<file path="config.mk">
export PLATFORM = sky130hd
export DESIGN_NAME = sw_top
export DESIGN_NICKNAME = d
export VERILOG_FILES = /design/src/hw/sw_pkg.sv /design/src/hw/t_stream_if.sv /design/src/hw/t_buffer.sv /design/src/hw/pe_cell.sv /design/src/hw/pe_array.sv /design/src/hw/sw_top.sv
export SDC_FILE = /design/constraint.sdc
export NUM_CORES = 2
export LEC_CHECK = 0
export BUFFER_PORTS_ARGS = -buffer_cell sky130_fd_sc_hd__buf_2
export CAP_MARGIN = 10
export CORE_MARGIN = 5
export CORE_UTILIZATION = 55
export CTS_BUF_LIST = sky130_fd_sc_hd__clkbuf_2 sky130_fd_sc_hd__clkbuf_4 sky130_fd_sc_hd__clkbuf_8
export CTS_CLUSTER_SIZE = 10
export DETAILED_ROUTE_END_ITERATION = 8
export PLACE_DENSITY = 0.82
export SKIP_LAST_GASP = 1
export SYNTH_ARGS = -nofsm -noshare
export SYNTH_HDL_FRONTEND = slang
export SYNTH_SLANG_ARGS = --single-unit
</file>
<file path="constraint.sdc">
create_clock -name clk -period 48.3 [get_ports clk]
set_clock_uncertainty 0.2 [all_clocks]
set_input_delay 9.66 -clock clk [delete_from_list [all_inputs] [get_ports clk]]
set_output_delay 9.66 -clock clk [all_outputs]
set_load 0.03 [all_outputs]
</file>
<file path="src/hw/sw_pkg.sv">
`default_nettype none

package sw_pkg;

	// array and buffer sizes
	localparam int NUM_PE    = 8;
	localparam int PE_LOG    = 4;
	localparam int MAX_T     = 64;
	localparam int MAX_T_LOG = 7;

	// score and external scoring input widths
	localparam int SCORE_W = 10;
	localparam int PEN_W   = 4;

	// 2-bit nucleotide code
	typedef logic [1:0] base_t;
	typedef logic signed [SCORE_W-1:0] score_t;

	typedef enum logic [1:0] {
		IDLE,
		LOAD_T,
		CALC,
		DRAIN
	} ctrl_state_e;

	function automatic score_t smax(score_t a, score_t b);
		return (a > b) ? a : b;
	endfunction

	// unsigned penalty magnitude to a negative score
	function automatic score_t neg_pen(logic [PEN_W-1:0] p);
		score_t m;
		m = score_t'({{(SCORE_W-PEN_W){1'b0}}, p});
		return -m;
	endfunction

endpackage

`default_nettype wire

</file>
<file path="src/hw/t_stream_if.sv">
`timescale 1ns/1ns
`default_nettype none

interface t_stream_if import sw_pkg::*; (
	input logic clk
);
	base_t t_base;
	logic  t_valid;
	logic  t_first;
	logic  t_last;

	// buffer side, one base per cycle, no gaps
	modport feeder (
		input  clk,
		output t_base, t_valid, t_first, t_last
	);

	// no back-pressure from the array
	modport array (
		input clk,
		input t_base, t_valid, t_first, t_last
	);

endinterface

`default_nettype wire

</file>
<file path="src/hw/t_buffer.sv">
`timescale 1ns/1ns
`default_nettype none

module t_buffer import sw_pkg::*; (
	input  logic                 clk,
	input  logic                 rst_n,
	input  logic                 i_load_start,
	input  logic                 i_t_valid,
	input  logic                 i_t_last,
	input  base_t                i_t,
	input  logic                 i_stream_start,
	output logic [MAX_T_LOG-1:0] o_t_len,
	output logic                 o_loading,
	t_stream_if.feeder           t_out
);
	base_t mem [MAX_T];
	logic [MAX_T_LOG-1:0] wptr;
	logic [MAX_T_LOG-1:0] rptr;
	logic wr_en;
	logic streaming;
	logic last_base;

	// bases past MAX_T are dropped
	assign wr_en = o_loading && i_t_valid && (wptr != MAX_T_LOG'(MAX_T));

	always_ff @(posedge clk or negedge rst_n) begin
		if (!rst_n) begin
			wptr <= '0;
			o_loading <= 1'b0;
		end else if (i_load_start) begin
			wptr <= '0;
			o_loading <= 1'b1;
		end else if (o_loading) begin
			if (wr_en) begin
				wptr <= wptr + 1'b1;
			end
			if (i_t_last) begin
				o_loading <= 1'b0;
			end
		end
	end

	always_ff @(posedge clk) begin
		if (wr_en) begin
			mem[wptr[MAX_T_LOG-2:0]] <= i_t;
		end
	end

	// stored length is the final write pointer
	assign o_t_len = wptr;

	assign last_base = streaming && (rptr == wptr - 1'b1);

	always_ff @(posedge clk or negedge rst_n) begin
		if (!rst_n) begin
			streaming <= 1'b0;
			rptr <= '0;
		end else if (i_stream_start) begin
			streaming <= (wptr != '0);
			rptr <= '0;
		end else if (streaming) begin
			rptr <= rptr + 1'b1;
			if (last_base) begin
				streaming <= 1'b0;
			end
		end
	end

	assign t_out.t_valid = streaming;
	assign t_out.t_base  = streaming ? mem[rptr[MAX_T_LOG-2:0]] : base_t'(0);
	assign t_out.t_first = streaming && (rptr == '0);
	assign t_out.t_last  = last_base;

endmodule

`default_nettype wire

</file>
<file path="src/hw/pe_cell.sv">
`timescale 1ns/1ns
`default_nettype none

module pe_cell import sw_pkg::*; (
	input  logic   clk,
	input  logic   rst_n,
	input  logic   i_clear,
	input  logic   i_en,
	input  base_t  i_q_base,
	input  base_t  i_t_base,
	input  score_t i_h_diag,
	input  score_t i_h_left,
	input  score_t i_e_left,
	input  score_t i_match,
	input  score_t i_mismatch,
	input  score_t i_open,
	input  score_t i_extend,
	output score_t o_h,
	output score_t o_e,
	output base_t  o_t_base
);
	score_t f_q;
	score_t h_up;
	score_t f_up;
	score_t diag;
	score_t e_nx;
	score_t f_nx;
	score_t h_nx;

	// penalties arrive already negative, so everything is an add
	always_comb begin
		// first base of a run sees an all-zero row above
		h_up = i_clear ? score_t'(0) : o_h;
		f_up = i_clear ? score_t'(0) : f_q;
		diag = i_clear ? score_t'(0) : i_h_diag;

		// gap in the query, carried along the chain
		e_nx = smax(i_h_left + i_open, i_e_left + i_extend);
		// gap in the target, kept in this cell
		f_nx = smax(h_up + i_open, f_up + i_extend);

		h_nx = diag + ((i_q_base == i_t_base) ? i_match : i_mismatch);
		h_nx = smax(h_nx, smax(e_nx, f_nx));
		h_nx = smax(h_nx, score_t'(0));
	end

	always_ff @(posedge clk or negedge rst_n) begin
		if (!rst_n) begin
			o_h <= '0;
			o_e <= '0;
			f_q <= '0;
		end else if (i_en) begin
			o_h <= h_nx;
			o_e <= e_nx;
			f_q <= f_nx;
		end
	end

	always_ff @(posedge clk) begin
		if (i_en) begin
			o_t_base <= i_t_base;
		end
	end

endmodule

`default_nettype wire

</file>
<file path="src/hw/pe_array.sv">
`timescale 1ns/1ns
`default_nettype none

module pe_array import sw_pkg::*; (
	input  logic                  clk,
	input  logic                  rst_n,
	input  logic                  i_start,
	input  logic [2*NUM_PE-1:0]   i_s,
	input  logic [PE_LOG-1:0]     i_s_len,
	input  score_t                i_match,
	input  score_t                i_mismatch,
	input  score_t                i_open,
	input  score_t                i_extend,
	t_stream_if.array             t_in,
	output score_t                o_result,
	output logic                  o_valid
);
	logic [2*NUM_PE-1:0] q_q;
	logic [PE_LOG-1:0] len_q;

	// flags entering and leaving each cell
	logic [NUM_PE-1:0] v_in, f_in, l_in;
	logic [NUM_PE-1:0] v_out, f_out, l_out;

	score_t h [NUM_PE];
	score_t e [NUM_PE];
	base_t  tb [NUM_PE];
	score_t max_q;
	score_t best;

	always_ff @(posedge clk) begin
		if (i_start) begin
			q_q <= i_s;
			len_q <= i_s_len;
		end
	end

	assign v_in = {v_out[NUM_PE-2:0], t_in.t_valid};
	assign f_in = {f_out[NUM_PE-2:0], t_in.t_first};
	assign l_in = {l_out[NUM_PE-2:0], t_in.t_last};

	// flags move one cell per cycle with their base
	always_ff @(posedge clk or negedge rst_n) begin
		if (!rst_n) begin
			v_out <= '0;
			f_out <= '0;
			l_out <= '0;
		end else begin
			v_out <= v_in;
			f_out <= f_in;
			l_out <= l_in;
		end
	end

	for (genvar j = 0; j < NUM_PE; j++) begin : g_pe
		score_t h_left;
		score_t e_left;
		score_t h_diag;
		base_t  b_in;

		if (j == 0) begin : g_head
			assign h_left = '0;
			assign e_left = '0;
			assign h_diag = '0;
			assign b_in = t_in.t_base;
		end else begin : g_body
			score_t diag_q;

			// left neighbour's H one step back
			always_ff @(posedge clk) begin
				if (v_in[j]) begin
					diag_q <= h[j-1];
				end
			end

			assign h_left = h[j-1];
			assign e_left = e[j-1];
			assign h_diag = diag_q;
			assign b_in = tb[j-1];
		end

		pe_cell u_cell (
			.clk       (clk),
			.rst_n     (rst_n),
			.i_clear   (f_in[j]),
			.i_en      (v_in[j]),
			.i_q_base  (q_q[2*j +: 2]),
			.i_t_base  (b_in),
			.i_h_diag  (h_diag),
			.i_h_left  (h_left),
			.i_e_left  (e_left),
			.i_match   (i_match),
			.i_mismatch(i_mismatch),
			.i_open    (i_open),
			.i_extend  (i_extend),
			.o_h       (h[j]),
			.o_e       (e[j]),
			.o_t_base  (tb[j])
		);
	end

	// cells past the query length are left out of the maximum
	always_comb begin
		best = max_q;
		for (int j = 0; j < NUM_PE; j++) begin
			if (v_out[j] && (PE_LOG'(j) < len_q)) begin
				best = smax(best, h[j]);
			end
		end
	end

	always_ff @(posedge clk or negedge rst_n) begin
		if (!rst_n) begin
			max_q <= '0;
			o_valid <= 1'b0;
		end else begin
			max_q <= i_start ? score_t'(0) : best;
			o_valid <= l_out[NUM_PE-1];
		end
	end

	assign o_result = max_q;

endmodule

`default_nettype wire

</file>
<file path="src/hw/sw_top.sv">
`timescale 1ns/1ns
`default_nettype none

module sw_top import sw_pkg::*; (
	input  logic                clk,
	input  logic                rst_n,
	input  logic                i_set_t,
	input  base_t               i_t,
	input  logic                i_t_valid,
	input  logic                i_t_last,
	input  logic                i_start_cal,
	input  logic [2*NUM_PE-1:0] i_s,
	input  logic [PE_LOG-1:0]   i_s_len,
	input  logic [PEN_W-1:0]    i_match,
	input  logic [PEN_W-1:0]    i_mismatch,
	input  logic [PEN_W-1:0]    i_minus_alpha,
	input  logic [PEN_W-1:0]    i_minus_beta,
	output logic                o_busy,
	output score_t              o_result,
	output logic                o_valid
);
	// registered inputs
	logic set_r, start_r, t_valid_r, t_last_r;
	base_t t_r;
	logic [2*NUM_PE-1:0] s_r;
	logic [PE_LOG-1:0] s_len_r;
	logic [PEN_W-1:0] match_r, mismatch_r, alpha_r, beta_r;

	ctrl_state_e state, state_nx;
	logic load_start, cal_start, stream_start;
	logic [MAX_T_LOG-1:0] t_len;
	logic loading;

	score_t pen_match, pen_mismatch, pen_open, pen_extend;

	always_ff @(posedge clk or negedge rst_n) begin
		if (!rst_n) begin
			set_r <= 1'b0;
			start_r <= 1'b0;
			t_valid_r <= 1'b0;
			t_last_r <= 1'b0;
		end else begin
			set_r <= i_set_t;
			start_r <= i_start_cal;
			t_valid_r <= i_t_valid;
			t_last_r <= i_t_last;
		end
	end

	always_ff @(posedge clk) begin
		t_r <= i_t;
		s_r <= i_s;
		s_len_r <= i_s_len;
		match_r <= i_match;
		mismatch_r <= i_mismatch;
		alpha_r <= i_minus_alpha;
		beta_r <= i_minus_beta;
	end

	// set and start only count in IDLE
	always_comb begin
		state_nx = state;
		load_start = 1'b0;
		cal_start = 1'b0;
		case (state)
			IDLE: begin
				if (set_r) begin
					state_nx = LOAD_T;
					load_start = 1'b1;
				end else if (start_r && (t_len != '0)) begin
					state_nx = CALC;
					cal_start = 1'b1;
				end
			end
			LOAD_T: begin
				if (!loading) begin
					state_nx = IDLE;
				end
			end
			CALC: begin
				if (o_valid) begin
					state_nx = DRAIN;
				end
			end
			default: state_nx = IDLE;
		endcase
	end

	always_ff @(posedge clk or negedge rst_n) begin
		if (!rst_n) begin
			state <= IDLE;
			stream_start <= 1'b0;
		end else begin
			state <= state_nx;
			stream_start <= cal_start;
		end
	end

	assign o_busy = (state != IDLE);

	// frozen for the whole run
	always_ff @(posedge clk) begin
		if (state != CALC) begin
			pen_match <= score_t'({{(SCORE_W-PEN_W){1'b0}}, match_r});
			pen_mismatch <= neg_pen(mismatch_r);
			pen_open <= neg_pen(alpha_r);
			pen_extend <= neg_pen(beta_r);
		end
	end

	t_stream_if t_if (.clk(clk));

	t_buffer u_buf (
		.clk           (clk),
		.rst_n         (rst_n),
		.i_load_start  (load_start),
		.i_t_valid     (t_valid_r),
		.i_t_last      (t_last_r),
		.i_t           (t_r),
		.i_stream_start(stream_start),
		.o_t_len       (t_len),
		.o_loading     (loading),
		.t_out         (t_if)
	);

	pe_array u_array (
		.clk       (clk),
		.rst_n     (rst_n),
		.i_start   (cal_start),
		.i_s       (s_r),
		.i_s_len   (s_len_r),
		.i_match   (pen_match),
		.i_mismatch(pen_mismatch),
		.i_open    (pen_open),
		.i_extend  (pen_extend),
		.t_in      (t_if),
		.o_result  (o_result),
		.o_valid   (o_valid)
	);

endmodule

`default_nettype wire

</file>
== Word level (Yosys, flattened, before mapping) ==
Memory sizes are Yosys's and may differ from the RTL's.
Cells that the tools add are included.

* Latch bits: 0
* Word-level logic and storage cells: 315
* Output and inout port bits: 12
* Memory bits (writable): 128
* Bits of input ports: 44
* Memory bits (read-only): 0
* Memories: 1
* Flip-flop bits (word level): 463

{| class="wikitable"
|+ Memory list
! memory !! depth !! bits a word !! rd ports !! clocked after memory_dff !! write ports !! RTL line !! source
|-
| u_buf.mem || 64 || 2 || 1 || 0 || 1 || t_buffer.sv:16 || <nowiki>base_t mem [MAX_T];</nowiki>
|}

* Multipliers: 0
* Bitwise operators: 0
* Shift-type cells: 0
* Multiplexer cells: 112
* Reduce and logical (&&, ||, !) cells: 22
* Magnitude comparators: 56
* Div/mod/pow operators: 0
* Equality and inequality tests: 16
* Add/subtract/negate cells: 43

{| class="wikitable"
|+ Operator list
! operator !! count
|-
| $mux 10 || 88
|-
| $gt 10x10->1 || 40
|-
| $add 10x10->10 || 37
|-
| $gt 10x1->1 const B || 8
|-
| $mux 7 || 5
|-
| $neg 4->10 || 3
|-
| $eq 2x2->1 || 8
|-
| $lt 3x4->1 const A || 4
|-
| $add 7x1->7 const B || 2
|-
| $logic_and 1x1->1 || 13
|-
| $mux 1 || 13
|-
| $mux 2 || 5
|-
| $lt 1x4->1 const A || 2
|-
| $lt 2x4->1 const A || 2
|-
| $reduce_bool 2->1 || 4
|-
| $eq 7x7->1 || 1
|-
| $logic_not 7->1 || 1
|-
| $ne 7x7->1 const B || 1
|-
| $reduce_bool 7->1 || 1
|-
| $sub 7x1->7 const B || 1
|-
| $pmux 2 s3 || 1
|-
| $ne 2x2->1 const B || 2
|-
| $ne 3x3->1 const B || 1
|-
| $reduce_and 3->1 || 1
|-
| 5 further kinds || 5
|}

== Logic depth before layout (Yosys ltp) ==
* Depth in word-level cells: 25
* Mapped depth: 75
* Mapped depth without buffers: 68

== By module ==
A second synthesis with hierarchy kept.

* Cells, all modules: 5690
* Area, all modules: 53309.9 sq um

{| class="wikitable"
|+ Modules (own cells, without submodules)
! module !! seq. area each (sq um) !! cells an instance !! instances !! area each (sq um)
|-
| pe_cell at u_array.g_pe[0].u_cell ... || 810.8 || 558 || 3 || 4647.0
|-
| pe_array || 3553.4 || 641 || 1 || 7258.2
|-
| t_buffer || 4244.1 || 439 || 1 || 6381.1
|-
| pe_cell at u_array.g_pe[7].u_cell || 810.8 || 600 || 1 || 4974.8
|-
| pe_cell at u_array.g_pe[5].u_cell || 810.8 || 589 || 1 || 4971.0
|-
| pe_cell at u_array.g_pe[2].u_cell || 810.8 || 548 || 1 || 4599.4
|-
| pe_cell at u_array.g_pe[6].u_cell || 810.8 || 535 || 1 || 4596.9
|-
| pe_cell at u_array.g_pe[1].u_cell || 810.8 || 546 || 1 || 4581.9
|-
| sw_top || 1686.6 || 118 || 1 || 2005.7
|}

== Worst setup path after synthesis ==
OpenSTA, ideal clock, no wires.

* Kind: reg2reg
* Start: reg u_array.max_q[7], in the netlist u_array.o_result[7]
* End: reg u_array.max_q[9], in the netlist u_array.o_result[9]
* Clock period less this slack: 15897 ps
* Required time: 47981 ps
* Library setup time: 119 ps
* Cell stages (with the launch flop): 67
* Arrival time: 15578 ps
* Slack: 32403 ps
* Path buffers: 4
* Cell sequence: dfrtp_1 > ha_1 > a21o_1 > a211oi_1 > nand2_1 > a311oi_1 > ha_1 > inv_1 > a21o_1 > a21oi_1 > mux2i_1 > o211ai_2 > mux2_2 > ha_1 > nand4_1 > nor3_1 > a21oi_1 > a211oi_1 > [31 not listed] > o21ai_0 > nand2b_1 > a2111oi_0 > o41ai_1 > a31oi_1 > nor3_1 > nand2_1 > o211ai_1 > ha_1 > nor2b_1 > o21a_1 > o21a_1 > o41ai_1 > a21oi_1 > o21bai_1 > nor2_1 > a222oi_1 > a21bo_2

* Word-level cells in the longest chain between the ends: 25

{| class="wikitable"
|+ RTL lines
! element !! RTL line !! source
|-
| from (decl) || pe_array.sv:28 || <nowiki>score_t max_q;</nowiki>
|-
| from (signal assigned) || pe_array.sv:117 || <nowiki>max_q <= i_start ? score_t'(0) : best;</nowiki>
|-
| $gt 10x10->1 || sw_pkg.sv:27 || <nowiki>return (a > b) ? a : b;</nowiki>
|-
| $mux 10 || sw_pkg.sv:27 ||
|-
| $mux 10 * || pe_array.sv:106 || <nowiki>if (v_out[j] && (PE_LOG'(j) < len_q)) begin</nowiki>
|-
| $gt 10x10->1 || sw_pkg.sv:27 ||
|-
| $mux 10 || sw_pkg.sv:27 ||
|-
| $mux 10 * || pe_array.sv:106 ||
|-
| $gt 10x10->1 || sw_pkg.sv:27 ||
|-
| $mux 10 || sw_pkg.sv:27 ||
|-
| [9 not listed] || - ||
|-
| $mux 10 * || pe_array.sv:106 ||
|-
| $gt 10x10->1 || sw_pkg.sv:27 ||
|-
| $mux 10 || sw_pkg.sv:27 ||
|-
| $mux 10 * || pe_array.sv:106 ||
|-
| $gt 10x10->1 || sw_pkg.sv:27 ||
|-
| $mux 10 || sw_pkg.sv:27 ||
|-
| $mux 10 * || pe_array.sv:106 ||
|-
| $mux 10 * || pe_array.sv:117 ||
|}

Every way passes the cells marked *; elsewhere a longest branch is shown, timed or not.
A chain may end at the register's enable or synchronous reset.

== Worst setup path in the final report ==
* Start: reg u_array.g_pe[0].u_cell.o_h[2]
* End: reg u_array.max_q[9], in the netlist u_array.o_result[9]

* Word-level cells in the longest chain between the ends: 25

{| class="wikitable"
|+ RTL lines
! element !! RTL line !! source
|-
| from (decl) || pe_cell.sv:18 || <nowiki>output score_t o_h,</nowiki>
|-
| from (signal assigned) || pe_cell.sv:53 || <nowiki>o_h <= h_nx;</nowiki>
|-
| $gt 10x10->1 || sw_pkg.sv:27 ||
|-
| $mux 10 * || sw_pkg.sv:27 ||
|-
| $mux 10 * || pe_array.sv:106 ||
|-
| $gt 10x10->1 || sw_pkg.sv:27 ||
|-
| $mux 10 || sw_pkg.sv:27 ||
|-
| $mux 10 * || pe_array.sv:106 ||
|-
| $gt 10x10->1 || sw_pkg.sv:27 ||
|-
| $mux 10 || sw_pkg.sv:27 ||
|-
| [9 not listed] || - ||
|-
| $mux 10 * || pe_array.sv:106 ||
|-
| $gt 10x10->1 || sw_pkg.sv:27 ||
|-
| $mux 10 || sw_pkg.sv:27 ||
|-
| $mux 10 * || pe_array.sv:106 ||
|-
| $gt 10x10->1 || sw_pkg.sv:27 ||
|-
| $mux 10 || sw_pkg.sv:27 ||
|-
| $mux 10 * || pe_array.sv:106 ||
|-
| $mux 10 * || pe_array.sv:117 ||
|}

Marked as above.

==> flow_metrics.py <==
metrics = {
    "outcome": {
        "status": "finished, violations left",
        "violations": "DRC",
    },
    "worst_setup_path": {
        "setup.worst_path.start_class": "register",
        "reg2reg_slack_ps": 29850,
        "crit_family": "compound AO/OA/AOI/OAI gates",
        "slowest_stage": "a31oi_1",
        "path_common_cell": "ha_1",
        "arrival_ps": 18890,
        "criticalPathCategory": "reg -> reg",
        "critPathCaptureType": "register",
        "slowest_delay_ps": 890,
        "crit_fanout": 19,
        "worstPathRequired_ps": 48730,
        "worst-path-buf-inv": 4,
    },
    "sta": {
        "maxSlewHeadroom": 0.170,
        "hold_viol_final": 0,
        "rsz0062_at_grt": "no",
        "period_share": 0.382,
        "slew_violations": 0,
        "setup_tns_ps": 0,
        "setup_viol": 0,
        "tightest_slew_ps": 1250,
        "min_period_ps": 18450,
        "fmax_mhz": 54.2,
    },
    "place": {
        "gp_congestion": 0.975,
        "port_buffers": 55,
        "dp_hpwl_um": 111000,
    },
    "floorplanning": {
        "fp.dieW_um": 312,
        "initial_core_util": 0.551,
        "core_area_um2": 91200,
        "row_count": 111,
        "ioPinCount": 56,
        "dieArea_um2": 97600,
        "fp.dieH_um": 312,
    },
    "cells_and_area": {
        "drive_above_1_share": 0.0992,
        "area_growth_pct": 7.85,
        "num-nets-final": 6255,
        "multiInputGateArea_um2": 32400,
        "n_fill_cell": 7601,
        "final-seq-area_um2": 15600,
    },
    "detailed_routing": {
        "wl_um": 149000,
        "via_count": 41800,
        "first_pass_iters": 8,
        "post-route-drc-count": 1,
        "drtIter0Drc": 3809,
        "viasPerCell": 6.22,
        "wl_per_cell_um": 22.1,
        "postRouteAntennaNets": 0,
    },
    "synth": {
        "yosys.area.top_type": "ha_1",
        "syn_nets": 6168,
        "avgSynthCellArea_um2": 9.40,
        "yosysUniqueCellTypes": 95,
        "synth_most_common_cell": "ha_1",
        "synth-edff-count": 257,
        "synthTopCellsByArea": "ha_1 18%, edfxtp_1 15%, dfrtp_1 14%, xnor2_1 4.3%, mux2i_1 4.0%",
        "synth.yosys.seq_area_share": 0.310,
        "ys_warn_count": 0,
        "synth_top_cell_area_share": 0.184,
        "synthCells": 5348,
        "async_flop_share": 0.491,
        "synth_seq_cells": 579,
        "synth_common_cells": "739 x ha_1, 531 x nor2_1, 443 x inv_1, 374 x a21oi_1, 284 x dfrtp_1",
        "yosys_most_used_dff": "dfrtp_1",
        "synthesis.area_um2": 50300,
    },
    "flow_run": {
        "drv_cap": 0,
    },
    "cts": {
        "cts.clk_slew.worst_paths_ps": 70,
        "holdBufCountCts": 0,
        "clk_latency_ps": 790,
        "ctsResizeCount": 0,
        "post-cts-setup-buffers": 0,
        "cts_max_level": 3,
        "clock-sinks": 579,
        "cts.root.buffer_cell": "clkbuf_8",
        "cts_tree": "done",
        "clk_path_buf_depth": 3,
        "cts_buffers": 102,
    },
    "global_routing": {
        "grt_pass1_vias": 40200,
        "track_usage": 0.295,
        "grt_overflow": 0,
        "antenna_found_initial": 3,
        "grt_max_degree": 69,
        "grt_pass1_wl_um": 228000,
    },
    "worst_hold_path": {
        "hold_class": "reg -> reg",
    },
}
path summary, 6_finish.rpt:
path | start | end | depth (start not counted)
max in group asynchronous | rst_n | u_buf.rptr[0] | 3
worst max register to register | u_array.g_pe[0].u_cell.o_h[2] | u_array.o_result[9] | 68
worst max-delay path | u_array.g_pe[0].u_cell.o_h[2] | u_array.o_result[9] | 68
worst min-delay path | u_array.l_out[6] | u_array.l_out[7] | 0
worst min register to register | u_array.l_out[6] | u_array.l_out[7] | 0
min in group asynchronous | rst_n | u_array.g_pe[2].u_cell.o_h[0] | 1
cell type report:
type	instances	area share
flip-flops and latches	579	0.288
inverters	449	0.0311
well taps	1186	0.0274
diodes	8	0.000369
clock inverters	48	0.00773
multi-input cells	4180	0.598
clock buffers	145	0.0330
repair buffers	123	0.0147
registers in the layout, indices dropped and copies added (netlist names), 7 cells and up:
signal and cells:
pen_extend 7, pen_mismatch 7, pen_open 7, s_r 16, u_array.f_out 7, u_array.g_pe.g_body.diag_q 70
u_array.g_pe.u_cell.f_q 80, u_array.g_pe.u_cell.o_e 67, u_array.g_pe.u_cell.o_h 80, u_array.g_pe.u_cell.o_t_base 14, u_array.l_out 8, u_array.o_result 10
u_array.q_q 16, u_array.v_out 8, u_buf.mem 128, u_buf.o_t_len 7, u_buf.rptr 7
placed cells by master, fill, tap and decap left out, drive strengths merged, types with 75 or more instances in the layout:
cell type / count
a21o: 94
a21oi: 374
buf: 123
clkbuf: 145
dfrtp: 284
edfxtp: 257
ha: 739
inv: 453
mux2: 148
mux2i: 205
nand2: 252
nand3: 75
nand4: 75
nor2: 532
nor2b: 211
nor3: 119
o21ai: 197
xnor2: 249
xor2: 104
stage by stage:
stage	hold slack, ps	std cells	util	worst slack (ps)	cell area, µm²
global placement	133	6517	0.570	30440	52000
CTS	149	6710	0.594	30220	54200
detailed placement	135	6517	0.570	30320	52000
floorplan	131	5348	-	32400	50300
finish	147	6718	0.594	29850	54200
global route	157	6712	0.594	28550	54200
kinds of logic after synthesis:
family,count (synthesis),share of synthesized area
fa+ha+maj,776,0.199
compound gates,1153,0.149
simple gates,1512,0.146
xor+xnor,353,0.0615
flops,579,0.310
mux,386,0.0890
buf+inv,589,0.0457
metal layers:
| metal | GRT usage | routed length (µm) | vias to the layer above |
|---|---|---|---|
| met1 | 0.390 | 62000 | 20000 |
| met5 | 0 | 0 | - |
| met4 | 0.133 | 7760 | 0 |
| met2 | 0.474 | 66600 | 1694 |
| met3 | 0.0556 | 12300 | 423 |
| li1 | - | - | 19600 |
Power is left out: the tool's default activity adds up to more than one toggle a clock period on the data nets, which glitch-free logic cannot reach.
